## config.mk

```make
export PLATFORM = sky130hd
export DESIGN_NAME = simple_processor
export DESIGN_NICKNAME = d
export VERILOG_FILES = /design/src/verilog/simple_processor_pkg.sv /design/src/verilog/simple_processor_isa_pkg.sv /design/src/verilog/ins_dec.sv /design/src/verilog/reg_file.sv /design/src/verilog/alu.sv /design/src/verilog/simple_processor.sv
export SDC_FILE = /design/constraint.sdc
export NUM_CORES = 1
export LEC_CHECK = 0
export ABC_CLOCK_PERIOD_IN_PS = 9280
export BUFFER_PORTS_ARGS = -buffer_cell sky130_fd_sc_hd__buf_2
export CAP_MARGIN = 20
export CORE_ASPECT_RATIO = 0.8
export CORE_MARGIN = 4
export CORE_UTILIZATION = 40
export CTS_BUF_LIST = sky130_fd_sc_hd__clkbuf_4 sky130_fd_sc_hd__clkbuf_8 sky130_fd_sc_hd__clkbuf_16
export CTS_CLUSTER_SIZE = 16
export DETAILED_ROUTE_END_ITERATION = 6
export PLACE_DENSITY = 0.6
export SETUP_SLACK_MARGIN = 0.1
export SYNTH_ARGS = -nofsm -noshare
export SYNTH_HDL_FRONTEND = slang
export SYNTH_SLANG_ARGS = --single-unit
```

## constraint.sdc

```tcl
create_clock -name clk_i -period 9.28 [get_ports clk_i]
set_clock_uncertainty 0.2 [all_clocks]
set_input_delay 1.392 -clock clk_i [delete_from_list [all_inputs] [get_ports clk_i]]
set_output_delay 1.392 -clock clk_i [all_outputs]
set_load 0.01 [all_outputs]
```

## src/verilog/simple_processor_pkg.sv

```systemverilog
////////////////////
// Machine sizes for the simple processor
// Bus widths, register count and PC step
////////////////////

package simple_processor_pkg;

  // Both address buses
  localparam int ADDR_WIDTH    = 16;
  // Data buses, registers and one instruction word
  localparam int DATA_WIDTH    = 16;

  // Register file geometry
  localparam int NUM_REGS      = 8;
  localparam int REG_IDX_WIDTH = 3;

  // Bytes per instruction, PC step
  localparam int INSTR_BYTES   = 2;

endpackage

```

## src/verilog/simple_processor_isa_pkg.sv

```systemverilog
////////////////////
// Instruction set of the simple processor
// Opcodes, field positions and ALU operations
////////////////////

package simple_processor_isa_pkg;

  // Major opcodes, any other code is a no-op
  typedef enum logic [3:0] {
    OP_ADD   = 4'd0,
    OP_SUB   = 4'd1,
    OP_AND   = 4'd2,
    OP_OR    = 4'd3,
    OP_XOR   = 4'd4,
    OP_ADDI  = 4'd5,
    OP_LOAD  = 4'd6,
    OP_STORE = 4'd7,
    OP_BEQZ  = 4'd8,
    OP_HALT  = 4'd9
  } opcode_e;

  // ALU functions
  typedef enum logic [2:0] {
    ALU_ADD = 3'd0,
    ALU_SUB = 3'd1,
    ALU_AND = 3'd2,
    ALU_OR  = 3'd3,
    ALU_XOR = 3'd4
  } alu_op_e;

  // Field positions in the instruction word
  localparam int OPCODE_MSB = 15;
  localparam int OPCODE_LSB = 12;
  localparam int RD_MSB     = 11;
  localparam int RD_LSB     = 9;
  localparam int RS1_MSB    = 8;
  localparam int RS1_LSB    = 6;
  localparam int RS2_MSB    = 5;
  localparam int RS2_LSB    = 3;
  // Immediate overlaps rs2, two's complement
  localparam int IMM_MSB    = 5;
  localparam int IMM_LSB    = 0;
  localparam int IMM_WIDTH  = 6;

endpackage

```

## src/verilog/ins_dec.sv

```systemverilog
////////////////////
// Instruction decoder
// Splits an instruction into fields and control
////////////////////

`timescale 1ns/100ps

module ins_dec
  import simple_processor_pkg::*;
  import simple_processor_isa_pkg::*;
(
  // Instruction word under execution
  input  logic [DATA_WIDTH-1:0]    instr_i,
  // Raw opcode field
  output opcode_e                  opcode_o,
  // Register indices
  output logic [REG_IDX_WIDTH-1:0] rd_o,
  output logic [REG_IDX_WIDTH-1:0] rs1_o,
  output logic [REG_IDX_WIDTH-1:0] rs2_o,
  // Sign-extended immediate
  output logic [DATA_WIDTH-1:0]    imm_o,
  // ALU control
  output alu_op_e                  alu_op_o,
  output logic                     alu_use_imm_o,
  // Writes rd
  output logic                     reg_we_o,
  // Load or store
  output logic                     mem_access_o
);

  ////////////////////
  // Field split
  ////////////////////

  assign opcode_o = opcode_e'(instr_i[OPCODE_MSB:OPCODE_LSB]);
  assign rd_o     = instr_i[RD_MSB:RD_LSB];
  assign rs1_o    = instr_i[RS1_MSB:RS1_LSB];
  assign rs2_o    = instr_i[RS2_MSB:RS2_LSB];

  // Replicate imm6 sign bit up to full width
  assign imm_o = {{(DATA_WIDTH-IMM_WIDTH){instr_i[IMM_MSB]}}, instr_i[IMM_MSB:IMM_LSB]};

  ////////////////////
  // Control
  ////////////////////

  always_comb begin
    // No-op unless an opcode matches
    alu_op_o      = ALU_ADD;
    alu_use_imm_o = 1'b0;
    reg_we_o      = 1'b0;
    mem_access_o  = 1'b0;
    case (opcode_o)
      OP_ADD: begin
        alu_op_o = ALU_ADD;
        reg_we_o = 1'b1;
      end
      OP_SUB: begin
        alu_op_o = ALU_SUB;
        reg_we_o = 1'b1;
      end
      OP_AND: begin
        alu_op_o = ALU_AND;
        reg_we_o = 1'b1;
      end
      OP_OR: begin
        alu_op_o = ALU_OR;
        reg_we_o = 1'b1;
      end
      OP_XOR: begin
        alu_op_o = ALU_XOR;
        reg_we_o = 1'b1;
      end
      OP_ADDI: begin
        alu_use_imm_o = 1'b1;
        reg_we_o      = 1'b1;
      end
      // Address is rs1 + imm for both memory ops
      OP_LOAD: begin
        alu_use_imm_o = 1'b1;
        reg_we_o      = 1'b1;
        mem_access_o  = 1'b1;
      end
      OP_STORE: begin
        alu_use_imm_o = 1'b1;
        mem_access_o  = 1'b1;
      end
      // rd OR r0 feeds the zero flag
      OP_BEQZ: alu_op_o = ALU_OR;
      default: alu_op_o = ALU_ADD;
    endcase
  end

endmodule

```

## src/verilog/reg_file.sv

```systemverilog
////////////////////
// Register file, 2 read and 1 write port
// r0 is hardwired to zero
////////////////////

`timescale 1ns/100ps

module reg_file
  import simple_processor_pkg::*;
(
  input  logic                     clk_i,
  input  logic                     arst_ni,
  // Read indices
  input  logic [REG_IDX_WIDTH-1:0] rs1_i,
  input  logic [REG_IDX_WIDTH-1:0] rs2_i,
  // Write port
  input  logic                     we_i,
  input  logic [REG_IDX_WIDTH-1:0] wa_i,
  input  logic [DATA_WIDTH-1:0]    wd_i,
  // Read data, same cycle
  output logic [DATA_WIDTH-1:0]    rd1_o,
  output logic [DATA_WIDTH-1:0]    rd2_o
);

  logic [DATA_WIDTH-1:0] regs_q [NUM_REGS];

  // Writes to r0 are dropped
  always_ff @(posedge clk_i or negedge arst_ni) begin
    if (!arst_ni) begin
      for (int i = 0; i < NUM_REGS; i++) begin
        regs_q[i] <= '0;
      end
    end else if (we_i && (wa_i != '0)) begin
      regs_q[wa_i] <= wd_i;
    end
  end

  // Asynchronous reads, r0 forced to zero
  assign rd1_o = (rs1_i == '0) ? '0 : regs_q[rs1_i];
  assign rd2_o = (rs2_i == '0) ? '0 : regs_q[rs2_i];

endmodule

```

## src/verilog/alu.sv

```systemverilog
////////////////////
// 16-bit ALU with zero flag
////////////////////

`timescale 1ns/100ps

module alu
  import simple_processor_pkg::*;
  import simple_processor_isa_pkg::*;
(
  // Operation select
  input  alu_op_e               op_i,
  // Operands
  input  logic [DATA_WIDTH-1:0] a_i,
  input  logic [DATA_WIDTH-1:0] b_i,
  // Result, wraps at full width
  output logic [DATA_WIDTH-1:0] result_o,
  // High when result is all zeros
  output logic                  zero_o
);

  always_comb begin
    case (op_i)
      ALU_ADD: result_o = a_i + b_i;
      ALU_SUB: result_o = a_i - b_i;
      ALU_AND: result_o = a_i & b_i;
      ALU_OR:  result_o = a_i | b_i;
      ALU_XOR: result_o = a_i ^ b_i;
      // Unused encodings
      default: result_o = '0;
    endcase
  end

  // Branch condition source
  assign zero_o = (result_o == '0);

endmodule

```

## src/verilog/simple_processor.sv

```systemverilog
////////////////////
// Simple multicycle 16-bit load/store core
// Fetch, execute and memory states over
// req/ack instruction and data ports
////////////////////

`timescale 1ns/100ps

module simple_processor
  import simple_processor_pkg::*;
  import simple_processor_isa_pkg::*;
(
  input  logic                  clk_i,
  // Active low, asynchronous
  input  logic                  arst_ni,
  // First PC after reset
  input  logic [ADDR_WIDTH-1:0] boot_addr_i,

  // Instruction port
  output logic                  imem_req_o,
  output logic [ADDR_WIDTH-1:0] imem_addr_o,
  input  logic [DATA_WIDTH-1:0] imem_rdata_i,
  input  logic                  imem_ack_i,

  // Data port, word addressed
  output logic                  dmem_req_o,
  output logic                  dmem_we_o,
  output logic [ADDR_WIDTH-1:0] dmem_addr_o,
  output logic [DATA_WIDTH-1:0] dmem_wdata_o,
  input  logic [DATA_WIDTH-1:0] dmem_rdata_i,
  input  logic                  dmem_ack_i,

  // Stays high once HALT has executed
  output logic                  halted_o
);

  ////////////////////
  // Signals
  ////////////////////

  typedef enum logic [2:0] {
    RESET,
    FETCH,
    EXEC,
    MEM,
    HALT
  } state_e;

  state_e                   state_q;
  state_e                   state_d;

  // Program counter
  logic [ADDR_WIDTH-1:0]    pc_q;
  logic [ADDR_WIDTH-1:0]    pc_next;
  logic [ADDR_WIDTH-1:0]    pc_plus;
  logic [ADDR_WIDTH-1:0]    br_target;
  logic                     valid_pc;
  logic                     pc_en;

  // Latched instruction word
  logic [DATA_WIDTH-1:0]    instr_q;

  // Decoder outputs
  opcode_e                  dec_opcode;
  logic [REG_IDX_WIDTH-1:0] dec_rd;
  logic [REG_IDX_WIDTH-1:0] dec_rs1;
  logic [REG_IDX_WIDTH-1:0] dec_rs2;
  logic [DATA_WIDTH-1:0]    dec_imm;
  alu_op_e                  dec_alu_op;
  logic                     dec_use_imm;
  logic                     dec_reg_we;
  logic                     dec_mem;

  // Datapath
  logic [REG_IDX_WIDTH-1:0] rs1_sel;
  logic [REG_IDX_WIDTH-1:0] rs2_sel;
  logic [DATA_WIDTH-1:0]    rd1;
  logic [DATA_WIDTH-1:0]    rd2;
  logic [DATA_WIDTH-1:0]    alu_b;
  logic [DATA_WIDTH-1:0]    alu_result;
  logic                     alu_zero;
  logic                     rf_we;
  logic [DATA_WIDTH-1:0]    rf_wd;
  logic                     is_beqz;
  logic                     br_taken;

  // Data port payload
  logic [ADDR_WIDTH-1:0]    dmem_addr_q;
  logic [DATA_WIDTH-1:0]    dmem_wdata_q;
  logic                     dmem_we_q;

  ////////////////////
  // Submodules
  ////////////////////

  ins_dec u_ins_dec (
    .instr_i       (instr_q),
    .opcode_o      (dec_opcode),
    .rd_o          (dec_rd),
    .rs1_o         (dec_rs1),
    .rs2_o         (dec_rs2),
    .imm_o         (dec_imm),
    .alu_op_o      (dec_alu_op),
    .alu_use_imm_o (dec_use_imm),
    .reg_we_o      (dec_reg_we),
    .mem_access_o  (dec_mem)
  );

  reg_file u_reg_file (
    .clk_i   (clk_i),
    .arst_ni (arst_ni),
    .rs1_i   (rs1_sel),
    .rs2_i   (rs2_sel),
    .we_i    (rf_we),
    .wa_i    (dec_rd),
    .wd_i    (rf_wd),
    .rd1_o   (rd1),
    .rd2_o   (rd2)
  );

  alu u_alu (
    .op_i     (dec_alu_op),
    .a_i      (rd1),
    .b_i      (alu_b),
    .result_o (alu_result),
    .zero_o   (alu_zero)
  );

  ////////////////////
  // Datapath
  ////////////////////

  assign is_beqz = (dec_opcode == OP_BEQZ);

  // Branch tests rd | r0, so port 1 reads r0
  assign rs1_sel = is_beqz ? '0 : dec_rs1;
  // rd comes out on port 2 for store data and branch test
  assign rs2_sel = (is_beqz || (dec_opcode == OP_STORE)) ? dec_rd : dec_rs2;

  assign alu_b    = dec_use_imm ? dec_imm : rd2;
  assign br_taken = is_beqz && alu_zero;

  // Write-back in EXEC, or in MEM on the load ack
  assign rf_we = ((state_q == EXEC) && dec_reg_we && !dec_mem) ||
                 ((state_q == MEM) && dmem_ack_i && !dmem_we_q);
  assign rf_wd = (state_q == MEM) ? dmem_rdata_i : alu_result;

  ////////////////////
  // Program counter
  ////////////////////

  assign pc_plus = pc_q + ADDR_WIDTH'(INSTR_BYTES);
  // Offset counts instructions, so shift by one
  assign br_target = pc_plus + {dec_imm[ADDR_WIDTH-2:0], 1'b0};

  always_comb begin
    case (valid_pc)
      1'b1:    pc_next = br_taken ? br_target : pc_plus;
      default: pc_next = boot_addr_i;
    endcase
  end

  // Boot load, then once per retired instruction
  assign pc_en = (state_q == RESET) ||
                 ((state_q == EXEC) && !dec_mem && (dec_opcode != OP_HALT)) ||
                 ((state_q == MEM) && dmem_ack_i);

  always_ff @(posedge clk_i or negedge arst_ni) begin
    if (!arst_ni) begin
      pc_q     <= '0;
      valid_pc <= 1'b0;
    end else if (pc_en) begin
      pc_q     <= pc_next;
      valid_pc <= 1'b1;
    end
  end

  ////////////////////
  // Control FSM
  ////////////////////

  always_comb begin
    state_d = state_q;
    case (state_q)
      RESET: state_d = FETCH;
      FETCH: begin
        if (imem_ack_i) begin
          state_d = EXEC;
        end
      end
      EXEC: begin
        if (dec_opcode == OP_HALT) begin
          state_d = HALT;
        end else if (dec_mem) begin
          state_d = MEM;
        end else begin
          state_d = FETCH;
        end
      end
      MEM: begin
        if (dmem_ack_i) begin
          state_d = FETCH;
        end
      end
      // Only reset leaves HALT
      HALT:    state_d = HALT;
      default: state_d = RESET;
    endcase
  end

  always_ff @(posedge clk_i or negedge arst_ni) begin
    if (!arst_ni) begin
      state_q   <= RESET;
      dmem_we_q <= 1'b0;
    end else begin
      state_q <= state_d;
      if ((state_q == EXEC) && dec_mem) begin
        dmem_we_q <= (dec_opcode == OP_STORE);
      end
    end
  end

  // Instruction captured in the ack cycle
  always_ff @(posedge clk_i) begin
    if ((state_q == FETCH) && imem_ack_i) begin
      instr_q <= imem_rdata_i;
    end
  end

  // Address and store data held through MEM
  always_ff @(posedge clk_i) begin
    if ((state_q == EXEC) && dec_mem) begin
      dmem_addr_q  <= alu_result[ADDR_WIDTH-1:0];
      dmem_wdata_q <= rd2;
    end
  end

  ////////////////////
  // Outputs
  ////////////////////

  assign imem_req_o   = (state_q == FETCH);
  assign imem_addr_o  = pc_q;
  assign dmem_req_o   = (state_q == MEM);
  assign dmem_we_o    = dmem_req_o && dmem_we_q;
  assign dmem_addr_o  = dmem_addr_q;
  assign dmem_wdata_o = dmem_wdata_q;
  assign halted_o     = (state_q == HALT);

endmodule

```

==> impl_metrics.csv <==
group,metric,value,unit
layout,diodes,0,
floorplanning,start_util,0.411,
worst_setup_path,worstSetupEndpointType,"flop",
layout,syn_to_final_growth,11.2,%
worst_setup_path,required,9.38,ns
logic_synthesis,synth_cells,1329,
grt,grt_overflow_total,0,
power_and_ir_drop,leakage,6.35,nW
placed_design,portBuffers,103,
placed_design,dp_hpwl,29300,um
sta,tns,0,ns
logic_synthesis,synth-async-reset-ratio,0.749,
route,wl_per_cell,22.4,um
grt,grt_usage,0.234,
route,finalWirelength,40600,um
layout,finalNetCount,1500,
floorplanning,fp.dieH,167,um
sta,fmax,0.122,GHz
clocking,clk_pin_slew,0.07,ns
worst_setup_path,crit_arrival,8.27,ns
worst_setup_path,r2r_slack,1.11,ns
logic_synthesis,syn_nets,1446,
floorplanning,io_pins,104,
power_and_ir_drop,power_density,377,nW/um2
route,first_pass_iters,5,
worst_setup_path,path_cells,"nor4bb_1, o21a_1, nor3_4, buf_4, mux2_1, o211ai_1, a21oi_1, or4_1, or3_1, o31ai_1, xnor2_1, ha_1, o21ai_0, a21oi_1, o21a_1, o21a_1, o21a_1, or3_1, a31o_2, mux2i_1, o21ai_0",
clocking,postCtsSetupRepairBufs,0,
sta,post-route-worst-setup-slack,1.11,ns
clocking,clock_sinks,191,
logic_synthesis,synth.distinct_cells,84,
logic_synthesis,synth_seq_area_share,0.396,
floorplanning,rows,57,
sta,finalCritPeriodShare,0.880,
logic_synthesis,synth_seq_cells,191,
sta,rsz0062_at_grt,"no",
worst_setup_path,setup.worst_path.class,"flop to flop",
clocking,cts.root.buffer_cell,"clkbuf_16",
clocking,ctsHoldBuffers,0,
clocking,cts-resized-gates,0,
grt,grt_pass1_vias,10203,
outcome,outcome,"completed",
worst_setup_path,crit_slowest_cell,"nor3_4",
worst_hold_path,hold_path.class,"flop to flop",
route,num_vias,10749,
sta,maxSlewHeadroom,0.305,
worst_hold_path,hold-path-cell-count,0,
placed_design,pre_cts_slack,1.24,ns
sta,hold_viol_final,0,
worst_setup_path,rr_startpoint,"instr_q[13]$_DFFE_PP_",
sta,period_needed,8.17,ns
logic_synthesis,synth_edf_count,48,
sta,tightest_slew,1.04,ns
worst_setup_path,r2r_cells,21,
layout,mostFrequentLayoutCells,"o21ai_0, nand2_1, dfrtp_1",
clocking,insertion_delay,0.46,ns
clocking,cts_tree,"built",
sta,setup_viol,0,
sta,slew_violations,0,
worst_setup_path,cpMostUsedCell,"o21a_1",
worst_setup_path,crit_fanout,38,
logic_synthesis,yosys_most_used_dff,"dfrtp_1",
floorplanning,core,30800,um2
worst_setup_path,crit_path_start_kind,"flop",
logic_synthesis,postSynthAreaPerCell,9.53,um2
worst_hold_path,min_to,"u_reg_file.regs_q[124]$_DFFE_PN0P_",
grt,grt_pass1_wl,62100,um
floorplanning,die_area,34600,um2
job,max_cap_viol_count,0,
worst_hold_path,hold_start,"u_reg_file.regs_q[124]$_DFFE_PN0P_",
grt,grt_antenna_before_repair,0,
logic_synthesis,synth.largest_area_cell,"dfrtp_1",
layout,drive_above_1_share,0.166,
clocking,cts.path.max_buffers,2,
logic_synthesis,synthesis.area,12700,um2
clocking,cts_max_level,4,
route,viasPerCell,5.95,
power_and_ir_drop,irDropWorstVdd,0.172,mV
clocking,cts_buffers,17,
worst_setup_path,r2r_end,"u_reg_file.regs_q[14]$_DFFE_PN0P_",
logic_synthesis,yosysWarnings,0,
route,drc_errors,0,
placed_design,routabilityCongestion,0.941,
logic_synthesis,synthTopCellsByArea,"dfrtp_1, edfxtp_1, ha_1",
route,drt_iter0_markers,982,
route,ant_nets,0,
placed_design,placed_cell_area,13500,um2
logic_synthesis,synth.top_cell.area_share,0.283,
worst_setup_path,slowest_delay,0.83,ns
grt,grt_max_degree,87,
layout,fin_area,14100,um2
floorplanning,fp.dieW,207,um
[flip-flops by register name (all words and copies together) (netlist names)]
register           count
state_q                3
u_reg_file.regs_q    122
dmem_wdata_o          16
imem_addr_o           16
dmem_we_q              1
instr_q               16
dmem_addr_o           16
valid_pc               1
[metal layers]
layer,part of all wire,routed length (um),track usage,vias to the layer above
met3,0.079,3190,0.0505,52
li1,-,-,-,4977
met2,0.42,17200,0.335,443
met1,0.48,19500,0.361,5277
met5,0,0,0,-
met4,0.018,741,0.0577,0
[worst max path at each step]
stage | depth (start not counted) | end | slack, ns | startpoint
after CTS | 25 | imem_addr_o[3]$_DFFE_PN0N_ | 1.18 | instr_q[13]$_DFFE_PP_
after floorplan | 27 | imem_addr_o[6]$_DFFE_PN0N_ | 2.67 | instr_q[13]$_DFFE_PP_
after detailed placement | 25 | imem_addr_o[3]$_DFFE_PN0N_ | 1.24 | instr_q[13]$_DFFE_PP_
after global routing | 25 | imem_addr_o[3]$_DFFE_PN0N_ | 0.46 | instr_q[13]$_DFFE_PP_
final | 21 | u_reg_file.regs_q[14]$_DFFE_PN0P_ | 1.11 | instr_q[13]$_DFFE_PP_
after global placement | 25 | imem_addr_o[3]$_DFFE_PN0N_ | 1.36 | instr_q[13]$_DFFE_PP_
[critical path: cells and delay by family (launching register included)]
family	cells	cell delay, ns
AO/OA/AOI/OAI	11	2.84
XOR/XNOR	1	0.11
adder cells (fa/ha/maj)	1	0.35
buffers and inverters	1	0.61
flip-flops	1	0.70
multiplexers	2	0.91
AND/OR/NAND/NOR	5	2.24
[kinds of logic after synthesis]
logic type                 synth area share
muxes                                0.0966
buffers and inverters                0.0493
xor gates and xnor gates             0.0301
and+or+nand+nor                       0.144
AOI/OAI and AO/OA                     0.218
DFF                                   0.396
adders and majority gates            0.0654
[metrics by stage]
| step | std cells | power, W | util | hold WS [ns] |
|---|---|---|---|---|
| 3_3_place_gp | 1776 | 0.00451 | 0.439 | 0.165 |
| 3_5_place_dp | 1776 | 0.00455 | 0.439 | 0.165 |
| 2_1_floorplan | 1329 | 0.00359 | - | 0.225 |
| 6_report | 1808 | 0.00531 | 0.457 | 0.178 |
| 5_1_grt | 1808 | 0.00573 | 0.457 | 0.191 |
| 4_1_cts | 1807 | 0.00528 | 0.457 | 0.182 |
[where the power goes]
part	leakage, nW	internal, W	switching (W)
clock	0.268	0.000358	0.000346
combinational	3.78	0.00119	0.00197
sequential	2.30	0.00118	0.000261
[Yosys cell counts (5+ instances only)]
library cell,number
nor3b_1,5
inv_1,53
dfrtp_1,143
o21a_1,14
buf_1,8
o31a_1,21
a21o_1,24
nand2_1,154
a211oi_1,11
o211ai_1,20
nand2b_1,25
a22o_1,19
mux2i_1,60
xor2_1,11
or3_1,14
nor2b_1,18
clkbuf_1,69
edfxtp_1,48
nand3_1,18
nor2_1,60
a22oi_1,10
and3_1,9
a31o_2,5
buf_2,19
a31oi_1,8
nor3_1,11
o21ai_0,154
a221oi_1,7
o31ai_1,18
mux2_2,21
ha_1,63
mux4_2,16
or4_1,6
and2_1,5
a21oi_1,44
xnor2_1,30
a2111oi_0,15
[final cells by class]
| type | count | area (um2) |
|---|---|---|
| clock buffer | 20 | 454 |
| clock inverter | 11 | 85.1 |
| fill | 2992 | 16700 |
| inverter | 55 | 206 |
| multi-input combinational | 984 | 7040 |
| sequential | 191 | 5020 |
| tap | 413 | 517 |
| timing repair buffer | 134 | 762 |
No activity file was read; power rests on OpenSTA's default activity.
